==> config.mk <==
export PLATFORM = sky130hd
export DESIGN_NAME = window_gen
export DESIGN_NICKNAME = d
export VERILOG_FILES = /design/src/hw/conv_pkg.sv /design/src/hw/window_gen.sv
export VERILOG_INCLUDE_DIRS = /design/src /design/src/include
export SDC_FILE = /design/constraint.sdc
export NUM_CORES = 1
export LEC_CHECK = 0
export BUFFER_PORTS_ARGS = -buffer_cell sky130_fd_sc_hd__buf_2
export CAP_MARGIN = 20
export CORE_AREA = 2 2 183 185
export CTS_CLUSTER_DIAMETER = 30
export DETAILED_ROUTE_END_ITERATION = 8
export DIE_AREA = 0 0 185 187
export PLACE_DENSITY_LB_ADDON = 0.1
export SETUP_SLACK_MARGIN = 0.5
export SLEW_MARGIN = 20
export SYNTH_ARGS = -nofsm -noshare
export SYNTH_HDL_FRONTEND = slang
export SYNTH_SLANG_ARGS = --single-unit
==> constraint.sdc <==
create_clock -name clk -period 18.9 [get_ports clk]
set_input_delay 1.89 -clock clk [delete_from_list [all_inputs] [get_ports clk]]
set_output_delay 1.89 -clock clk [all_outputs]
set_load 0.005 [all_outputs]
==> src/include/conv_macros.svh <==
`ifndef CONV_MACROS_SVH
`define CONV_MACROS_SVH

// lane width and channel counts
`define CONV_DATA_W 16
`define CONV_IN_CH 2
`define CONV_OUT_CH 4

// frame size in pixels
`define CONV_IMG_W 8
`define CONV_IMG_H 6

// 3x3 window
`define CONV_TAPS 9

// products are shifted right by this many bits
`define CONV_FRAC 8

`define CONV_ADDR_W 16

`endif

==> src/hw/conv_pkg.sv <==
`include "conv_macros.svh"

package conv_pkg;

	// one signed lane
	typedef logic signed [`CONV_DATA_W-1:0] data_t;

	// lane i is input channel i
	typedef data_t [`CONV_IN_CH-1:0] pixel_t;

	// tap 0 is top-left and oldest, row-major
	typedef pixel_t [`CONV_TAPS-1:0] window_t;

	// coefficients of one output channel
	typedef struct packed {
		pixel_t [`CONV_TAPS-1:0] weights;
		data_t                   bias;
	} chan_coeff_t;

	typedef chan_coeff_t [`CONV_OUT_CH-1:0] coeff_set_t;

	// element j is output channel j
	typedef data_t [`CONV_OUT_CH-1:0] result_t;

endpackage

==> src/hw/window_gen.sv <==
`timescale 1ns/1ps
`include "conv_macros.svh"

module window_gen (
	input  logic              clk,
	input  logic              rst,
	input  conv_pkg::pixel_t  pixel,
	output conv_pkg::window_t window
);

	// pixels between the last tap of one row and the first of the next
	localparam int LINE_LEN = `CONV_IMG_W - 3;

	conv_pkg::pixel_t [LINE_LEN-1:0] line_mid;
	conv_pkg::pixel_t [LINE_LEN-1:0] line_top;

	// index 0 of each line delay is its newest stage
	always_ff @(posedge clk or posedge rst)
	begin
		if (rst)
		begin
			window <= '0;
			line_mid <= '0;
			line_top <= '0;
		end
		else
		begin
			// bottom row, newest pixel at tap 8
			window[8] <= pixel;
			window[7] <= window[8];
			window[6] <= window[7];

			line_mid <= {line_mid[LINE_LEN-2:0], window[6]};

			// middle row, one image line older
			window[5] <= line_mid[LINE_LEN-1];
			window[4] <= window[5];
			window[3] <= window[4];

			line_top <= {line_top[LINE_LEN-2:0], window[3]};

			// top row
			window[2] <= line_top[LINE_LEN-1];
			window[1] <= window[2];
			window[0] <= window[1];
		end
	end

endmodule

Word level (Yosys, flattened, before mapping)
Index checks and enable logic that the tools add are counted.
{"block": "word_totals", "regBits": 608, "input_bits": 34, "out_inout_bits": 288, "wordCells": 38}

Logic depth before layout (Yosys ltp)
{"block": "logic_depth", "word_depth": 0, "mapped_depth": 1, "ltp_nobuf": 1}

Least setup slack after synthesis
No wires, ideal clock.
{"block": "synth_path", "path_type": "flip-flop to output port", "startpoint": "register window[100] (netlist bit)", "endpoint": "output port window[100] (netlist bit)", "t_arrival_ps": 360, "slack_ps": 16650, "stages_incl_launch_ff": 1, "path_buffers": 0, "cell_sequence": "dfrtp_1"}
{"element": "from (decl)", "line": "window_gen.sv:8", "text": "output conv_pkg::window_t window"}
No word-level cell between the ends.

==> metrics.sh <==
MOST_COMMON_CELL_IN_THE_NETLIST='dfrtp_1'
CRITICAL_PATH.STARTPOINT_TYPE='input pin'
WORST_PIN_SLEW_PS=990.8
YOSYS_MOST_USED_DFF='dfrtp_1'
CRIT_START='rst'
HOLDPATHEND='line_top[156]'
WORST_HOLD_STARTPOINT='line_top[124]'
ROUTED_WL_UM=22240
TOTAL_GLOBAL_ROUTE_TRACK_USAGE=0.1346
SETUP_VIOL=0
WORST_HOLD_PATH_TYPE='flop to flop'
FIRST_GLOBAL_VIAS=6950
ANTENNA_VIOLATING_NETS_POST_ROUTE=0
SYNTHESIS_STAGE_REGISTER_BIT_COUNT=608
INITIAL_ANTENNA_VIOLATION_COUNT=0
NUMBER_OF_BUFFERS_ADDED_BY_THE_CLOCK_TREE_SYNTHESIS_STEP=97
TOTAL_LEAKAGE_POWER_nW=10.02
WORST_SETUP_HOLD_PATH_CLK_SLEW_PS=50
SEQUENTIAL_ELEMENT_SHARE_OF_THE_SYNTHESIZED_AREA=0.9998
SYN_AREA_UM2=15220
CLKLATENCYLATEPIN_PS=600
NUM_CLOCK_SINKS=608
LAYOUT.COMB_GATES.MULTI_INPUT=0
WORST-R2R-CELL-COUNT=0
POST_SYNTH_EDFFS=0
R2R_START='window[155]'
DRC=0
AREA_GROWTH_SYN_TO_LAYOUT_PCT=37.38
FP.DIEAREA_UM2=34600
YS.WARNINGS.COUNT=0
FIN_NETS=1069
MULTIINPUTGATEAREA_UM2=0
DIEWIDTH_UM=185
GP_CONGESTION=0.7990
NUM_ROWS=67
CTS_TREE='yes'
INITIAL_UTILIZATION=0.4631
ASYNC_RESET_FF_FRAC=1.000
FIN_SETUP_TNS_PS=0
NUMBER_OF_INSTANCES_ON_THE_WORST_HOLD_PATH=0
YOSYSUNIQUECELLTYPES=2
DIE_HEIGHT_UM=187
HOLD_SLACK_PS=327.4
LAYOUT.CELL_AREA.NON_FILLER_UM2=20910
POST_SYNTH_MAIN_AREA_CONTRIBUTORS='dfrtp_1 (100%), inv_1 (0.025%)'
SLEW-LIMIT-HEADROOM=0.3395
DRT_INITIAL_VIOLATIONS=279
AVGVIACOUNTPERCELL=4.080
MAX_CAP_VIOLATIONS=0
GRT.OVERFLOW.TOTAL=0
FINCLKSKEW_PS=18.13
RUN_STATUS='finished, final reports clean'
CLOCK_PERIOD_MINUS_WORST_SLACK_PS=3684
POST-CTS-SETUP-BUFFER-COUNT=0
GRT_SETUP_UNREPAIRED='no'
CTS_BUFFER_DEPTH=3
REQUIRED_PS=19490
POSTCTSRESIZEDCELLS=0
CORE_UM2=32860
NUMPORTBUFFERS=321
BOUNDARYPINS=322
CLOCKROOTBUFFER='clkbuf_16'
DETAILROUTE.VIA_COUNT=6390
FIRSTDRTPASSITERS=4
FINAL_CYCLE_SHARE=0.1949
GRT_FIRST_PASS_WIRELENGTH_UM=35780
N_ANTENNA_CELL=0
ARRIVAL_PS=4270
TIMING.CRITICAL_PATH.TO_TYPE='async pin'
HTREE_LEVELS=3
SYNTH_LARGEST_TYPE_AREA_FRACTION=0.9998
FINAL_LAYOUT_SIZE_SUFFIX_GT1_FRAC=0.4463
HOLD_VIOL_FINAL=0
POWER_PER_CELL_AREA_nW_PER_UM2=155.0
CTS_HOLD_REPAIR.BUFFERS=0
RR_ENDPOINT='window[123]'
WL_PER_CELL_UM=14.20
TIMING.REG2REG.SETUP_SLACK_PS=18320
SYNTH_TOP_CELL_BY_AREA='dfrtp_1'
WORST_IR_DROP_VDD_mV=0.1242
CRITICALPATHCATEGORY='input pin to async pin'
CP_MAX_FO=186
SYNTH_FP_NETS=643
NUMPLACEDINSTANCES=1384
POST-LAYOUT-TOTAL-POWER_mW=3.240
DETAILED_PLACE.AREA_UM2=17450
DRV_SLEW=0
YS_TOP_CELLS_BY_COUNT='dfrtp_1 (608), inv_1 (1)'
ACHIEVABLE-FREQUENCY_MHz=271.5
SYNTH.AVG_CELL_AREA_UM2=24.99
LAYOUT.CELLS.NON_FILLER=1566
GRT_START_MAX_NET_PINS=187
DP_HPWL_UM=12680
SYN_INST=609
==> cell usage in the layout (no fill, tap or decap) <==
| master | Yosys | final |
|---|---|---|
| bufinv_16 | 0 | 13 |
| clkbuf_16 | 0 | 97 |
| buf_4 | 0 | 4 |
| dfrtp_1 | 608 | 608 |
| buf_2 | 0 | 321 |
| clkinv_2 | 0 | 9 |
| clkinv_8 | 0 | 3 |
| inv_6 | 0 | 7 |
| buf_6 | 0 | 1 |
| clkinvlp_4 | 0 | 17 |
| clkinv_16 | 0 | 2 |
| clkbuf_8 | 0 | 10 |
| buf_12 | 0 | 1 |
| clkbuf_1 | 0 | 11 |
| clkinv_4 | 0 | 13 |
| inv_8 | 0 | 1 |
==> report_power, final <==
part / switching (mW) / leakage [nW] / internal [mW] / total (mW)
registers: 0.0237 / 7.08 / 1.37 / 1.39
clock network: 0.607 / 1.64 / 1.17 / 1.78
logic: 0.0416 / 1.30 / 0.0239 / 0.0655
==> area by class of cell <==
class                 instances  area [µm²]
fill                       2298       11950
inverter                      1       7.507
tap                         448       560.5
clock buffer                118        2606
timing repair buffer        327        1668
sequential                  608       15210
clock inverter               64       850.8
==> state kept, by name, indices dropped and copies added (netlist names) <==
name and count:
line_top 160, window 288, line_mid 160
==> worst max-delay path by stage <==
stage                    end  slack (ps)  depth (start not counted)
2_1_floorplan    line_mid[0]        8710                          1
3_3_place_gp   line_top[158]       14410                          4
3_5_place_dp      window[62]       14380                          4
4_1_cts        line_top[124]       15010                          4
5_1_grt          window[179]       14770                          4
6_report         window[188]       15220                          4
==> metrics by stage <==
step | utilization | setup WS, ps
floorplan | - | 8715
global placement | 0.5309 | 14410
detailed placement | 0.5309 | 14380
CTS | 0.6361 | 15010
global route | 0.6362 | 14770
finish | 0.6362 | 15220
==> critical path, stage by stage <==
cell	delay (ps)
buf_2	110
clkinvlp_4	510
buf_12	670
buf_4	870
==> routing by layer <==
metal	global-route usage	vias to the layer above	routed length (µm)
met5	0	-	0
met4	0.07845	0	626
met3	0.05744	45	2119
met2	0.2089	279	11050
met1	0.1571	3255	8447
li1	-	2811	-
==> kinds of logic (layout without fill, tap and decap cells) <==
family	Yosys count	count (layout)	share of synthesized area
flip-flops	608	608	0.9998
buffers and inverters	1	510	0.0002464
Note: power is estimated with default switching activity, not from simulation.
