==> src/include/conv_macros.svh <==
`ifndef CONV_MACROS_SVH
`define CONV_MACROS_SVH

// lane width and channel counts
`define CONV_DATA_W 16
`define CONV_IN_CH 2
`define CONV_OUT_CH 4

// frame size in pixels
`define CONV_IMG_W 8
`define CONV_IMG_H 6

// 3x3 window
`define CONV_TAPS 9

// products are shifted right by this many bits
`define CONV_FRAC 8

`define CONV_ADDR_W 16

`endif

==> src/hw/conv_pkg.sv <==
`include "conv_macros.svh"

package conv_pkg;

	// one signed lane
	typedef logic signed [`CONV_DATA_W-1:0] data_t;

	// lane i is input channel i
	typedef data_t [`CONV_IN_CH-1:0] pixel_t;

	// tap 0 is top-left and oldest, row-major
	typedef pixel_t [`CONV_TAPS-1:0] window_t;

	// coefficients of one output channel
	typedef struct packed {
		pixel_t [`CONV_TAPS-1:0] weights;
		data_t                   bias;
	} chan_coeff_t;

	typedef chan_coeff_t [`CONV_OUT_CH-1:0] coeff_set_t;

	// element j is output channel j
	typedef data_t [`CONV_OUT_CH-1:0] result_t;

endpackage

==> src/hw/coeff_loader.sv <==
`timescale 1ns/1ps
`include "conv_macros.svh"

module coeff_loader (
	input  logic                    clk,
	input  logic                    rst,
	input  logic                    weight_store_done,
	input  conv_pkg::pixel_t        weight_data,
	input  conv_pkg::data_t         bias_data,
	output logic                    read_weight_signal,
	output logic                    read_bias_signal,
	output logic                    coeff_ready,
	output logic [`CONV_ADDR_W-1:0] read_weight_addr,
	output logic [`CONV_ADDR_W-1:0] read_bias_addr,
	output conv_pkg::coeff_set_t    coeffs
);

	localparam int W_WORDS = `CONV_TAPS * `CONV_OUT_CH;
	localparam int B_WORDS = `CONV_OUT_CH;

	typedef enum logic [1:0] {
		LD_IDLE,
		LD_LOAD,
		LD_HELD
	} ld_state_t;

	ld_state_t w_state;
	ld_state_t b_state;
	logic [`CONV_ADDR_W-1:0] w_addr;
	logic [`CONV_ADDR_W-1:0] b_addr;
	logic w_last;
	logic b_last;
	logic w_capture;
	logic b_capture;

	// newest word enters at the top index
	conv_pkg::pixel_t [W_WORDS-1:0] w_chain;
	conv_pkg::data_t [B_WORDS-1:0] b_chain;

	function automatic ld_state_t ld_next(ld_state_t cur, logic start, logic last);
		case (cur)
			LD_IDLE:
				return start ? LD_LOAD : LD_IDLE;
			LD_LOAD:
				return last ? LD_HELD : LD_LOAD;
			LD_HELD:
				return LD_HELD;
			default:
				return LD_IDLE;
		endcase
	endfunction

	assign w_last = (w_addr == `CONV_ADDR_W'(W_WORDS - 1));
	assign b_last = (b_addr == `CONV_ADDR_W'(B_WORDS - 1));

	assign read_weight_signal = (w_state == LD_LOAD);
	assign read_bias_signal = (b_state == LD_LOAD);
	assign read_weight_addr = w_addr;
	assign read_bias_addr = b_addr;

	// both reads start together, bias finishes first
	always_ff @(posedge clk or posedge rst)
	begin
		if (rst)
		begin
			w_state <= LD_IDLE;
			b_state <= LD_IDLE;
			w_addr <= '0;
			b_addr <= '0;
		end
		else
		begin
			w_state <= ld_next(w_state, weight_store_done, w_last);
			b_state <= ld_next(b_state, weight_store_done, b_last);
			w_addr <= (read_weight_signal && !w_last) ? w_addr + 1'b1 : '0;
			b_addr <= (read_bias_signal && !b_last) ? b_addr + 1'b1 : '0;
		end
	end

	// memory answers one cycle after the strobe
	always_ff @(posedge clk or posedge rst)
	begin
		if (rst)
		begin
			w_capture <= 1'b0;
			b_capture <= 1'b0;
			coeff_ready <= 1'b0;
		end
		else
		begin
			w_capture <= read_weight_signal;
			b_capture <= read_bias_signal;
			if (w_capture && w_state == LD_HELD)
				coeff_ready <= 1'b1;
		end
	end

	always_ff @(posedge clk)
	begin
		if (w_capture)
			w_chain <= {weight_data, w_chain[W_WORDS-1:1]};
		if (b_capture)
			b_chain <= {bias_data, b_chain[B_WORDS-1:1]};
	end

	// word a sits at index a once the chain is full
	always_comb
	begin
		for (int ch = 0; ch < `CONV_OUT_CH; ch++)
		begin
			for (int t = 0; t < `CONV_TAPS; t++)
			begin
				coeffs[ch].weights[t] = w_chain[t * `CONV_OUT_CH + ch];
			end
			coeffs[ch].bias = b_chain[ch];
		end
	end

endmodule

==> config.mk <==
export PLATFORM = sky130hd
export DESIGN_NAME = coeff_loader
export DESIGN_NICKNAME = d
export VERILOG_FILES = /design/src/hw/conv_pkg.sv /design/src/hw/coeff_loader.sv
export VERILOG_INCLUDE_DIRS = /design/src /design/src/include
export SDC_FILE = /design/constraint.sdc
export NUM_CORES = 1
export LEC_CHECK = 0
export ABC_AREA = 1
export BUFFER_PORTS_ARGS = -buffer_cell sky130_fd_sc_hd__buf_2
export CAP_MARGIN = 20
export CORE_AREA = 2 2 500 502
export DETAILED_ROUTE_END_ITERATION = 10
export DIE_AREA = 0 0 502 504
export PLACE_DENSITY = 0.37
export SETUP_SLACK_MARGIN = 0.15
export SLEW_MARGIN = 30
export SYNTH_ARGS = -nofsm -noshare
export SYNTH_HDL_FRONTEND = slang
export SYNTH_SLANG_ARGS = --single-unit
==> constraint.sdc <==
create_clock -name clk -period 29.2 [get_ports clk]
set_input_delay 2.92 -clock clk [delete_from_list [all_inputs] [get_ports clk]]
set_output_delay 2.92 -clock clk [all_outputs]
set_load 0.01 [all_outputs]
### Word level (Yosys, flattened, before mapping)

Cells that the tools add are included.

| word-level totals | value |
|---|---|
| register bits after elaboration | 1255 |
| input port bits | 51 |
| output and inout bits | 1251 |
| word-level logic and storage cells | 105 |

| operators by class | value |
|---|---|
| add/sub/neg operators | 2 |
| equal/unequal tests | 6 |
| mux-type cells | 7 |
| reduce and logical (&&, ||, !) cells | 7 |

Operator list:

| operator | count |
|---|---|
| $add A16 B1 Y16 const B | 2 |
| $mux W16 | 2 |
| $eq A16 B2 Y1 const B | 1 |
| $eq A16 B6 Y1 const B | 1 |
| $pmux W2 S3 | 2 |
| $eq A2 B1 Y1 const B | 2 |
| $eq A2 B2 Y1 const B | 2 |
| $logic_not A2 Y1 | 2 |
| $mux W2 | 2 |
| $logic_and A1 B1 Y1 | 3 |
| $logic_not A1 Y1 | 2 |
| $mux W1 | 1 |

### Depth between registers and ports, before layout

| depth | value |
|---|---|
| word-level depth | 4 |
| gate-level depth with buffers | 8 |
| gate-level depth less buffers | 8 |

### Worst setup path before layout

OpenSTA, ideal clock, no wires.

| timing path | value |
|---|---|
| path type | reg-to-reg |
| start point | register w_capture |
| end point | register coeff_ready |
| setup time | 0.173 ns |
| arrival | 25.483 ns |
| data required time | 29.027 ns |
| setup slack | 3.544 ns |
| cell stages (with the launch flop) | 2 |
| buffers on the path | 0 |
| period minus slack after synthesis | 25.656 ns |
| path through | dfrtp_1 a31o_2 |

| between the ends | value |
|---|---|
| longest elaborated chain between the ends | 1 |

RTL lines:

| item | RTL line | text |
|---|---|---|
| from (decl) | coeff_loader.sv:33 | `logic w_capture;` |
| from (signal assigned) | coeff_loader.sv:91 | `w_capture <= read_weight_signal;` |
| $logic_and A1 B1 Y1 | coeff_loader.sv:93 | `if (w_capture && w_state == LD_HELD)` |
| to (signal assigned) | coeff_loader.sv:87 | `coeff_ready <= 1'b0;` |
| to (signal assigned) | coeff_loader.sv:94 | `coeff_ready <= 1'b1;` |
| to (decl) | coeff_loader.sv:12 | `output logic coeff_ready,` |

Every way passes these cells.
A chain may end at the register's enable or synchronous reset.

### Worst setup path after layout

| timing path | value |
|---|---|
| start point | register w_capture |
| end point | register w_chain (netlist bit coeffs[700]) (enable) |

RTL lines:

| item | RTL line | text |
|---|---|---|
| to (signal assigned) | coeff_loader.sv:101 | `w_chain <= {weight_data, w_chain[W_WORDS-1:1]};` |
| to (decl) | coeff_loader.sv:37 | `conv_pkg::pixel_t [W_WORDS-1:0] w_chain;` |

No word-level cell between the ends.

==> qor.txt <==
Slew Limit Headroom -> 33.1%
DR vias -> 20400
CTS Buf Count -> 147
CTS tree -> built
Worst-margin pin slew -> 1000 ps
Reg2Reg Depth -> 7
Cell variety after synth -> 21
VDD IR max -> 48.0 µV
Core ar. -> 0.248 mm²
Global Route Usage Sum -> 11.2%
Clock Skew -> 42.1 ps
Root buf cell -> clkbuf_16
Clock-pin slew on the worst setup and hold paths -> 60 ps
Cell taking the most area after synthesis -> edfxtp_1
Latest clock arrival within the worst-skew pair -> 770 ps
Clock Path Buffers -> 3
Most frequent cells in the layout -> buf_2, edfxtp_1, clkbuf_16
Worst Setup EP -> coeffs[700]
Reg2reg setup slack -> 23450 ps
Post-layout minimum cycle time -> 5750 ps
First-pass GRT wire length -> 192 mm
Vias in the first global route -> 20900
Fin. max-slew vios -> 0
Cells after synthesis -> 1483
WP data required -> 29580 ps
Mapped cell area -> 0.0386 mm²
Post-Place Cell Area -> 0.0494 mm²
I/O pins -> 1302
Synthesized area per cell -> 26.1 µm²
CP arrival -> 6130 ps
Origin of the critical flop-to-flop path -> w_capture
H-tree depth -> 4
Area contributors post-synth -> edfxtp_1, dfrtp_1, nand2_1, nor2_1, nor2_2
Max Cap Viol -> 0
Final Cycle Share -> 19.7%
Crit path kind -> flop to flop
Initial Util -> 15.6%
Die Width -> 502 µm
Crit path max fanout -> 72
Post-DP HPWL -> 117 mm
RSZ-0062 raised after global routing -> no
Setup_tns -> 0 ps
Register area share after synthesis -> 97.0%
Leakage -> 19.3 nW
Post-route ant nets -> 0
Resized Gates After CTS -> 0
Worst Hold Path Cells -> 0
Final instance area -> 0.0542 mm²
Initial DRT Pass Iterations -> 5
CTS Sinks -> 1255
Hold Path Class -> flop to flop
Most common cell after layout, fill and taps aside -> buf_2
Gpl congestion -> 0.805
Row count -> 183
Die ar. -> 0.253 mm²
Filler Cells Inserted -> 26100
Wire per inst -> 23.1 µm
Reg-to-reg endpoint -> coeffs[700]
Buffers on Ports -> 1301
Hold Violations, Final -> 0
Post-CTS Hold Buffers -> 0
Setup crit end kind -> flop
Initial DRC count -> 1511
Crit path from -> w_capture
Die Ht -> 504 µm
Total grt overflow -> 0
Post-synth top area share -> 94.5%
CP Launch Type -> flop
Final nets -> 3003
Yosys warns -> 0
Register bit count reported by yosys -> 1255
# setup viols final -> 0
Layout cells sized above 1 -> 51.1%
Fin util -> 21.9%
Status -> finished clean
Fmax -> 0.174 GHz
Post-Synthesis Net Count -> 1536
PwrDens -> 69.1 mW/mm²
P&R area growth vs syn -> 40.2%
Initial antenna violation count -> 27
Number of buffers added for setup after CTS -> 0
Largest net degree at the start of global routing -> 171
DRC -> 0
Drt total wl -> 148 mm
Detailed-route vias per instance -> 3.18
==> Yosys cell counts <==
library cell / count
a31o_2: 1
buf_12: 1
buf_8: 1
dfrtp_1: 39
edfxtp_1: 1216
ha_1: 2
inv_1: 28
inv_2: 1
nand2_1: 59
nand2_2: 6
nand2_4: 2
nand3_1: 15
nand3_2: 4
nand4_1: 7
nor2_1: 54
nor2_2: 24
o21ai_0: 3
o21ai_1: 3
o21bai_1: 1
xnor2_1: 5
xor2_1: 11
==> worst min-delay path by stage <==
stage                     slack [ps]    startpoint     endpoint
after floorplan                  420    w_state[0]   w_state[1]
after global placement           420   coeffs[381]   coeffs[77]
after detailed placement         430  coeffs[1052]  coeffs[748]
after CTS                        390  coeffs[1006]  coeffs[702]
after global routing             420   coeffs[117]  coeffs[997]
final                            410  coeffs[1006]  coeffs[702]
==> flip-flops by register name (all words and copies together), names as in the netlist <==
signal            count
coeffs             1216
read_bias_addr       16
b_state               2
w_state               2
b_capture             1
w_capture             1
coeff_ready           1
read_weight_addr     16
==> logic make-up after synthesis <==
kind of cell,Yosys count,share of synthesized area [%]
DFF,1255,97.0
and+or+nand+nor,171,2.05
buffers and inverters,31,0.372
xor gates and xnor gates,16,0.363
AOI/OAI and AO/OA,8,0.120
adders and majority gates,2,0.0648
==> layer usage <==
| metal | global-route usage [%] | vias up | wire length (µm) |
|---|---|---|---|
| met5 | 0 | - | 13 |
| met4 | 2.87 | 2 | 3210 |
| met2 | 18.7 | 1030 | 71100 |
| li1 | - | 8811 | - |
| met3 | 6.27 | 193 | 18700 |
| met1 | 12.1 | 10300 | 54800 |
==> where the power goes <==
group | internal [mW] | leakage [nW] | switching [mW]
Sequential | 1.95 | 11.4 | 0
Clock | 1.03 | 2.25 | 0.767
Combinational | 0.00242 | 5.60 | 0.00334
==> through the flow <==
stage                     instances  hold WS, ps  power [mW]  worst slack, ps
after floorplan                1483          424        1.98             3540
final                          6401          412        3.74            23450
after global placement         6130          424        1.99            23250
after global routing           6401          420        3.88            22980
after CTS                      6399          393        3.82            23120
after detailed placement       6130          426        1.99            23120
==> worst max-delay path, cell delays in order (launching register included) <==
cell,delay [ps]
dfrtp_4,840
buf_4,680
buf_4,460
buf_16,290
buf_4,510
buf_4,700
buf_4,780
buf_4,840
==> final cells by class <==
class                   count  area (µm²)  share of cell area, %
inverters                  29         109                  0.201
clock inverters            89         848                   1.57
well taps                3330        4170                   7.69
flip-flops and latches   1255       37500                   69.2
diodes                      1        2.50                0.00462
multi-input cells         197        1000                   1.85
repair buffers           1320        6700                   12.4
clock buffers             180        3840                   7.10
(Power assumes the default switching activity.)
