`config.mk`:
```
export PLATFORM = sky130hd
export DESIGN_NAME = save_ctrl
export DESIGN_NICKNAME = d
export VERILOG_FILES = /design/src/hw/conv_pkg.sv /design/src/hw/save_ctrl.sv
export VERILOG_INCLUDE_DIRS = /design/src /design/src/include
export SDC_FILE = /design/constraint.sdc
export NUM_CORES = 1
export LEC_CHECK = 0
export ABC_AREA = 1
export ABC_CLOCK_PERIOD_IN_PS = 6100
export BUFFER_PORTS_ARGS = -buffer_cell sky130_fd_sc_hd__buf_4
export CAP_MARGIN = 20
export CORE_UTILIZATION = 40
export CTS_CLUSTER_DIAMETER = 100
export DETAILED_ROUTE_END_ITERATION = 12
export GPL_TIMING_DRIVEN = 0
export SYNTH_ARGS = -nofsm -noshare
export SYNTH_HDL_FRONTEND = slang
export SYNTH_SLANG_ARGS = --single-unit
```
`constraint.sdc`:
```
create_clock -name clk -period 6.1 [get_ports clk]
set_clock_uncertainty 0.05 [all_clocks]
set_input_delay 0.61 -clock clk [delete_from_list [all_inputs] [get_ports clk]]
set_output_delay 0.61 -clock clk [all_outputs]
set_load 0.01 [all_outputs]
```
`src/include/conv_macros.svh`:
```
`ifndef CONV_MACROS_SVH
`define CONV_MACROS_SVH

// lane width and channel counts
`define CONV_DATA_W 16
`define CONV_IN_CH 2
`define CONV_OUT_CH 4

// frame size in pixels
`define CONV_IMG_W 8
`define CONV_IMG_H 6

// 3x3 window
`define CONV_TAPS 9

// products are shifted right by this many bits
`define CONV_FRAC 8

`define CONV_ADDR_W 16

`endif

```
`src/hw/conv_pkg.sv`:
```
`include "conv_macros.svh"

package conv_pkg;

	// one signed lane
	typedef logic signed [`CONV_DATA_W-1:0] data_t;

	// lane i is input channel i
	typedef data_t [`CONV_IN_CH-1:0] pixel_t;

	// tap 0 is top-left and oldest, row-major
	typedef pixel_t [`CONV_TAPS-1:0] window_t;

	// coefficients of one output channel
	typedef struct packed {
		pixel_t [`CONV_TAPS-1:0] weights;
		data_t                   bias;
	} chan_coeff_t;

	typedef chan_coeff_t [`CONV_OUT_CH-1:0] coeff_set_t;

	// element j is output channel j
	typedef data_t [`CONV_OUT_CH-1:0] result_t;

endpackage

```
`src/hw/save_ctrl.sv`:
```
`timescale 1ns/1ps
`include "conv_macros.svh"

module save_ctrl (
	input  logic                    clk,
	input  logic                    rst,
	input  logic                    pixel_store_done,
	input  logic                    coeff_ready,
	input  conv_pkg::result_t       results,
	output logic                    read_pixel_signal,
	output logic                    save_enable,
	output logic                    calculation_done,
	output logic [`CONV_ADDR_W-1:0] read_row_addr,
	output logic [`CONV_ADDR_W-1:0] read_col_addr,
	output logic [`CONV_ADDR_W-1:0] output_row,
	output logic [`CONV_ADDR_W-1:0] output_col,
	output conv_pkg::result_t       output_data
);

	// strobe to channel result register
	localparam int DELAY = 3;
	// first row and column with a full window
	localparam int EDGE = 2;

	typedef enum logic {
		RD_IDLE,
		RD_ACTIVE
	} rd_state_t;

	typedef struct packed {
		logic                    valid;
		logic [`CONV_ADDR_W-1:0] row;
		logic [`CONV_ADDR_W-1:0] col;
	} pos_tag_t;

	rd_state_t state;
	logic [`CONV_ADDR_W-1:0] row_cnt;
	logic [`CONV_ADDR_W-1:0] col_cnt;
	logic last_col;
	logic last_pixel;
	pos_tag_t tag_in;
	pos_tag_t tag_out;
	pos_tag_t [DELAY-1:0] tag_q;

	assign last_col = (col_cnt == `CONV_ADDR_W'(`CONV_IMG_W - 1));
	assign last_pixel = last_col && (row_cnt == `CONV_ADDR_W'(`CONV_IMG_H - 1));

	assign read_pixel_signal = (state == RD_ACTIVE);
	assign read_row_addr = row_cnt;
	assign read_col_addr = col_cnt;

	// raster scan of one frame
	always_ff @(posedge clk or posedge rst)
	begin
		if (rst)
		begin
			state <= RD_IDLE;
			row_cnt <= '0;
			col_cnt <= '0;
		end
		else
		begin
			case (state)
				RD_IDLE:
				begin
					if (pixel_store_done && coeff_ready)
						state <= RD_ACTIVE;
				end
				RD_ACTIVE:
				begin
					if (last_col)
					begin
						col_cnt <= '0;
						if (last_pixel)
						begin
							row_cnt <= '0;
							state <= RD_IDLE;
						end
						else
							row_cnt <= row_cnt + 1'b1;
					end
					else
						col_cnt <= col_cnt + 1'b1;
				end
				default:
					state <= RD_IDLE;
			endcase
		end
	end

	assign tag_in = '{valid: read_pixel_signal, row: row_cnt, col: col_cnt};
	assign tag_out = tag_q[DELAY-1];

	// follows each read down to the result register
	always_ff @(posedge clk or posedge rst)
	begin
		if (rst)
			tag_q <= '0;
		else
			tag_q <= {tag_q[DELAY-2:0], tag_in};
	end

	always_ff @(posedge clk or posedge rst)
	begin
		if (rst)
		begin
			save_enable <= 1'b0;
			calculation_done <= 1'b0;
			output_row <= '0;
			output_col <= '0;
		end
		else
		begin
			save_enable <= tag_out.valid && tag_out.row >= `CONV_ADDR_W'(EDGE)
				&& tag_out.col >= `CONV_ADDR_W'(EDGE);
			calculation_done <= tag_out.valid
				&& tag_out.row == `CONV_ADDR_W'(`CONV_IMG_H - 1)
				&& tag_out.col == `CONV_ADDR_W'(`CONV_IMG_W - 1);
			output_row <= tag_out.row - `CONV_ADDR_W'(EDGE);
			output_col <= tag_out.col - `CONV_ADDR_W'(EDGE);
		end
	end

	always_ff @(posedge clk)
	begin
		output_data <= results;
	end

endmodule

```
## Word level (Yosys, flattened, before mapping)

Cells that the tools add are included.

- Add/sub/neg operators: 4
- $lt $le $gt $ge: 2
- Equal/unequal tests: 4
- Muxes and demuxes: 6
- Bitwise logic cells: 1
- Reduce and logical (&&, ||, !) cells: 7

Operators by type and width:

| cell | number |
|---|---|
| equality test 16 x 3 -> 1 bit (second input constant) | 4 |
| adder 16 x 1 -> 16 bit (second input constant) | 2 |
| >= comparator 16 x 2 -> 1 bit (second input constant) | 2 |
| 2-to-1 mux 16 bit | 2 |
| subtractor 16 x 2 -> 16 bit (second input constant) | 2 |
| logical AND 1 bit | 6 |
| 2-to-1 mux 1 bit | 3 |
| one-hot mux 1 bit (2 select lines) | 1 |
| AND reduction 2 bit | 1 |
| inverter 1 bit | 1 |

- Bits in registers: 230
- Bits of input ports: 68
- Output and inout port bits: 131
- Word-level logic and storage cells: 44

## Longest topological paths before layout

- Depth after elaboration: 5
- Depth in mapped cells: 8
- Mapped depth without buffers: 8

## Worst setup path before layout

OpenSTA, ideal clock, no wires.

- Path kind: register to register
- From: register col_cnt[1] (netlist: read_col_addr[1])
- To: register row_cnt[3] (netlist: read_row_addr[3])
- Setup time: 118 ps
- Data arrival time: 1288 ps
- Required time: 5932 ps
- Path slack: 4644 ps
- Stages on the path, launching flop included: 8
- Path buffers: 1
- Period minus slack after synthesis: 1456 ps
- Cells stage by stage: dfrtp_1 > ha_1 > nand3_1 > nor2_2 > nand3_2 > buf_2 > nand2_1 > nand2_1

- Cells in the longest elaborated chain, start to end: 3
- Elaborated cells between the ends (all ways): 4
- Those cells by class: eq/ne: 1; mux: 1; reduce/logical: 2

RTL lines:

| what | RTL line | text |
|---|---|---|
| start: declaration | save_ctrl.sv:38 | `` logic [`CONV_ADDR_W-1:0] col_cnt; `` |
| start signal: assignment | save_ctrl.sv:83 | `col_cnt <= col_cnt + 1'b1;` |
| equality test 16 x 3 -> 1 bit (*) | save_ctrl.sv:45 | `` assign last_col = (col_cnt == `CONV_ADDR_W'(`CONV_IMG_W - 1)); `` |
| logical AND 1 bit | save_ctrl.sv:46 | `` assign last_pixel = last_col && (row_cnt == `CONV_ADDR_W'(`CONV_IMG_H - 1)); `` |
| 2-to-1 mux 16 bit | save_ctrl.sv:74 | `if (last_pixel)` |
| end signal: assignment | save_ctrl.sv:80 | `row_cnt <= row_cnt + 1'b1;` |
| end: declaration | save_ctrl.sv:37 | `` logic [`CONV_ADDR_W-1:0] row_cnt; `` |

Every way passes the cells marked *; elsewhere a longest branch is shown, timed or not.
A chain may end at the register's enable or synchronous reset.

## Final worst setup path

- From: register row_cnt[3] (netlist: read_row_addr[3])
- To: output port read_row_addr[3]

RTL lines:

| what | RTL line | text |
|---|---|---|
| end: declaration | save_ctrl.sv:13 | `` output logic [`CONV_ADDR_W-1:0] read_row_addr, `` |

No word-level cell between the ends.

==> metrics.txt <==
Setup Crit Path Kind reg2out; worst-path cell chain buf_4; largest net degree at the start of global routing just under 100; Max Clk Rate 532 MHz; Tcrit/Tclk final 0.308; leakage 5.28 nW; num ports 199; # fillers 1532; CTS sink count 230; worst vdd ir between 0.0002 and 0.00025 V; final std cells w/o fill about 1100; Critical Path Source Type flip-flop; Final Hold Fails 0; Mapped Cells 640; Worst setup EP type output pin; Critical Path Fanout Max 8; CTS tree yes; Core Util, Final 0.557; fin. max-slew vios 0; crit-path leading delay family flip-flops; number of distinct library cells after synthesis 26; Syn Area/Cell 11.5 µm²; die area 0.0190 mm²; P per Cell Area 317 mW/mm²; maxcap violations 0; gp weighted congestion 0.821; worst-skew pair later-pin latency 0.50 ns; DR DRC count 0; 1st-iter DRT viols 280; post-CTS sizing 0; Die H between 100 and 150 µm; Post-DP HPWL 10200 µm; Synth Cell Area 0.00737 mm²; Inst Count DP approximately 1100; CTS root buffer clkbuf_16; Final min period 1.88 ns; Final ANT Viol Nets 0; Crit path arrival time 1.22 ns; critical path buffer and inverter count 1; CTS Buf Count 24; Synth Net Count 713; initial core utilization 0.409; cts hold-fix bufs 0; FP Rows 49; Pre-antenna DRT Iters 4; Die W 138 µm; total chip power 3.18 mW; reg-to-reg slack, setup 4.43 ns; initial antenna violation count 0; Worst-path clk slew 0.06 ns; worst-margin pin slew 0.608 ns; status finished clean; H-tree depth 1; DR vias between 4000 and 5000; sequential area share after synthesis 0.738; layout cells sized above 1 0.297; # diodes 0; CTS max path bufs 3; #FFs+latches synth 230; post-DR vias/cell ~4.4; yosys warns 0; total grt overflow 0; Final setup viols 0; RSZ-0062 raised after global routing no; post-CTS setup buffer count 0; worst relative slew slack 0.594; WL final 14400 µm; worst endpoint required time 5.44 ns; number of port buffers slightly below 200; Wirelength per Cell 12.9 µm; core box area 0.0180 mm²; HP Class in2async; Min Hold Slack 0.153 ns; Worst path slowest cell dfrtp_1; number of global-route vias before repair 4595; # nets final 938; Worst path max stage delay roughly 0.53 ns; first-pass GRT wire length 22300 µm; GRT Overall Usage 0.150; synth-to-layout area growth 36.2%
-- state kept, by name, indices dropped and copies added, names as in the netlist --
signal	cells
calculation_done	1
output_col	16
output_data	64
output_row	16
read_col_addr	16
read_pixel_signal	1
read_row_addr	16
save_enable	1
tag_out	33
tag_q	66
-- cells by family (layout without fill, tap and decap cells) --
family | count (synthesis) | in the layout | share of synthesized area
buf+inv | 71 | 313 | 0.0384
compound gates | 20 | 20 | 0.0166
simple gates | 287 | 287 | 0.167
xor+xnor | 27 | 27 | 0.0321
flops | 230 | 230 | 0.738
fa+ha+maj | 5 | 5 | 0.00849
-- metrics by stage --
| step | TNS [ns] | area, µm² | setup WS (ns) |
|---|---|---|---|
| 2_1_floorplan | 0 | 7370 | 0.950 |
| 3_3_place_gp | -84.42 | 9140 | -0.517 |
| 3_5_place_dp | 0 | 9170 | 4.43 |
| 4_1_cts | 0 | 10000 | 4.19 |
| 5_1_grt | 0 | 10000 | 4.17 |
| 6_report | 0 | 10000 | 4.22 |
-- Yosys cell counts, drive strengths merged --
cell type | count | area (µm²)
and3 | 2 | 12.5
buf | 4 | 31.3
clkbuf | 1 | 3.75
dfrtp | 166 | 4150
dfxtp | 64 | 1280
ha | 5 | 62.6
inv | 66 | 248
nand2 | 140 | 528
nand3 | 40 | 210
nand4 | 17 | 106
nor2 | 80 | 328
nor3 | 6 | 30.0
o21ai | 17 | 100
o21bai | 3 | 22.5
or2 | 2 | 12.5
xnor2 | 11 | 96.3
xor2 | 16 | 140
-- final timing paths --
path / start / to / cells after the start
setup / recovery: read_row_addr[3] / read_row_addr[3] / 1
hold / removal: rst / output_row[4] / 2
setup reg to reg: tag_out[17] / output_row[13] / 7
hold reg to reg: tag_q[36] / tag_out[3] / 0
max in group asynchronous: rst / tag_q[64] / 3
min in group clk: results[63] / output_data[63] / 1
-- layout by cell type, fill, tap and decap left out, types with 2 or more instances in the layout --
master / count
and3_1: 2
buf_4: 200
bufinv_16: 4
clkbuf_1: 6
clkbuf_16: 25
clkbuf_8: 5
clkinv_4: 2
dfrtp_1: 166
dfxtp_1: 64
ha_1: 5
inv_1: 63
inv_2: 2
inv_6: 2
nand2_1: 139
nand3_1: 38
nand3_2: 2
nand4_1: 17
nor2_1: 71
nor2_2: 8
nor3_1: 6
o21ai_0: 10
o21ai_1: 3
o21ai_2: 4
o21bai_1: 3
or2_2: 2
xnor2_1: 11
xor2_1: 16
-- final cells by class --
| type | instances | area (µm²) | share of cell area |
|---|---|---|---|
| well taps | 229 | 287 | 0.0285 |
| repair buffers | 199 | 1510 | 0.151 |
| inverters | 66 | 253 | 0.0252 |
| clock inverters | 8 | 151 | 0.0151 |
| multi-input cells | 339 | 1650 | 0.164 |
| plain buffers | 5 | 35.0 | 0.00349 |
| clock buffers | 35 | 713 | 0.0711 |
| flip-flops and latches | 230 | 5440 | 0.542 |
-- report_power, final --
part / leakage, nW / total (mW) / internal (mW) / switching, mW
combinational: 2.08 / 0.103 / 0.0558 / 0.0468
clock: 0.423 / 1.53 / 0.981 / 0.547
sequential: 2.78 / 1.55 / 1.54 / 0.00608
-- layer usage --
layer | track usage | part of all wire | wire (µm) | vias up
met5 | 0 | 0 | 0 | -
met1 | 0.184 | 0.41 | 5890 | 2289
met4 | 0.0531 | 0.020 | 292 | 0
li1 | - | - | - | 2450
met3 | 0.0305 | 0.074 | 1060 | 25
met2 | 0.260 | 0.50 | 7110 | 138
-- worst register-to-register path, cell delays in order (launching register included) --
cell and delay [ns]:
dfrtp_1 0.37, inv_1 0.13, ha_1 0.26, nand2_1 0.09, nor2_1 0.23, nand2_1 0.14, o21ai_0 0.16, o21ai_0 0.10
Power figures use the tool's default switching activity.
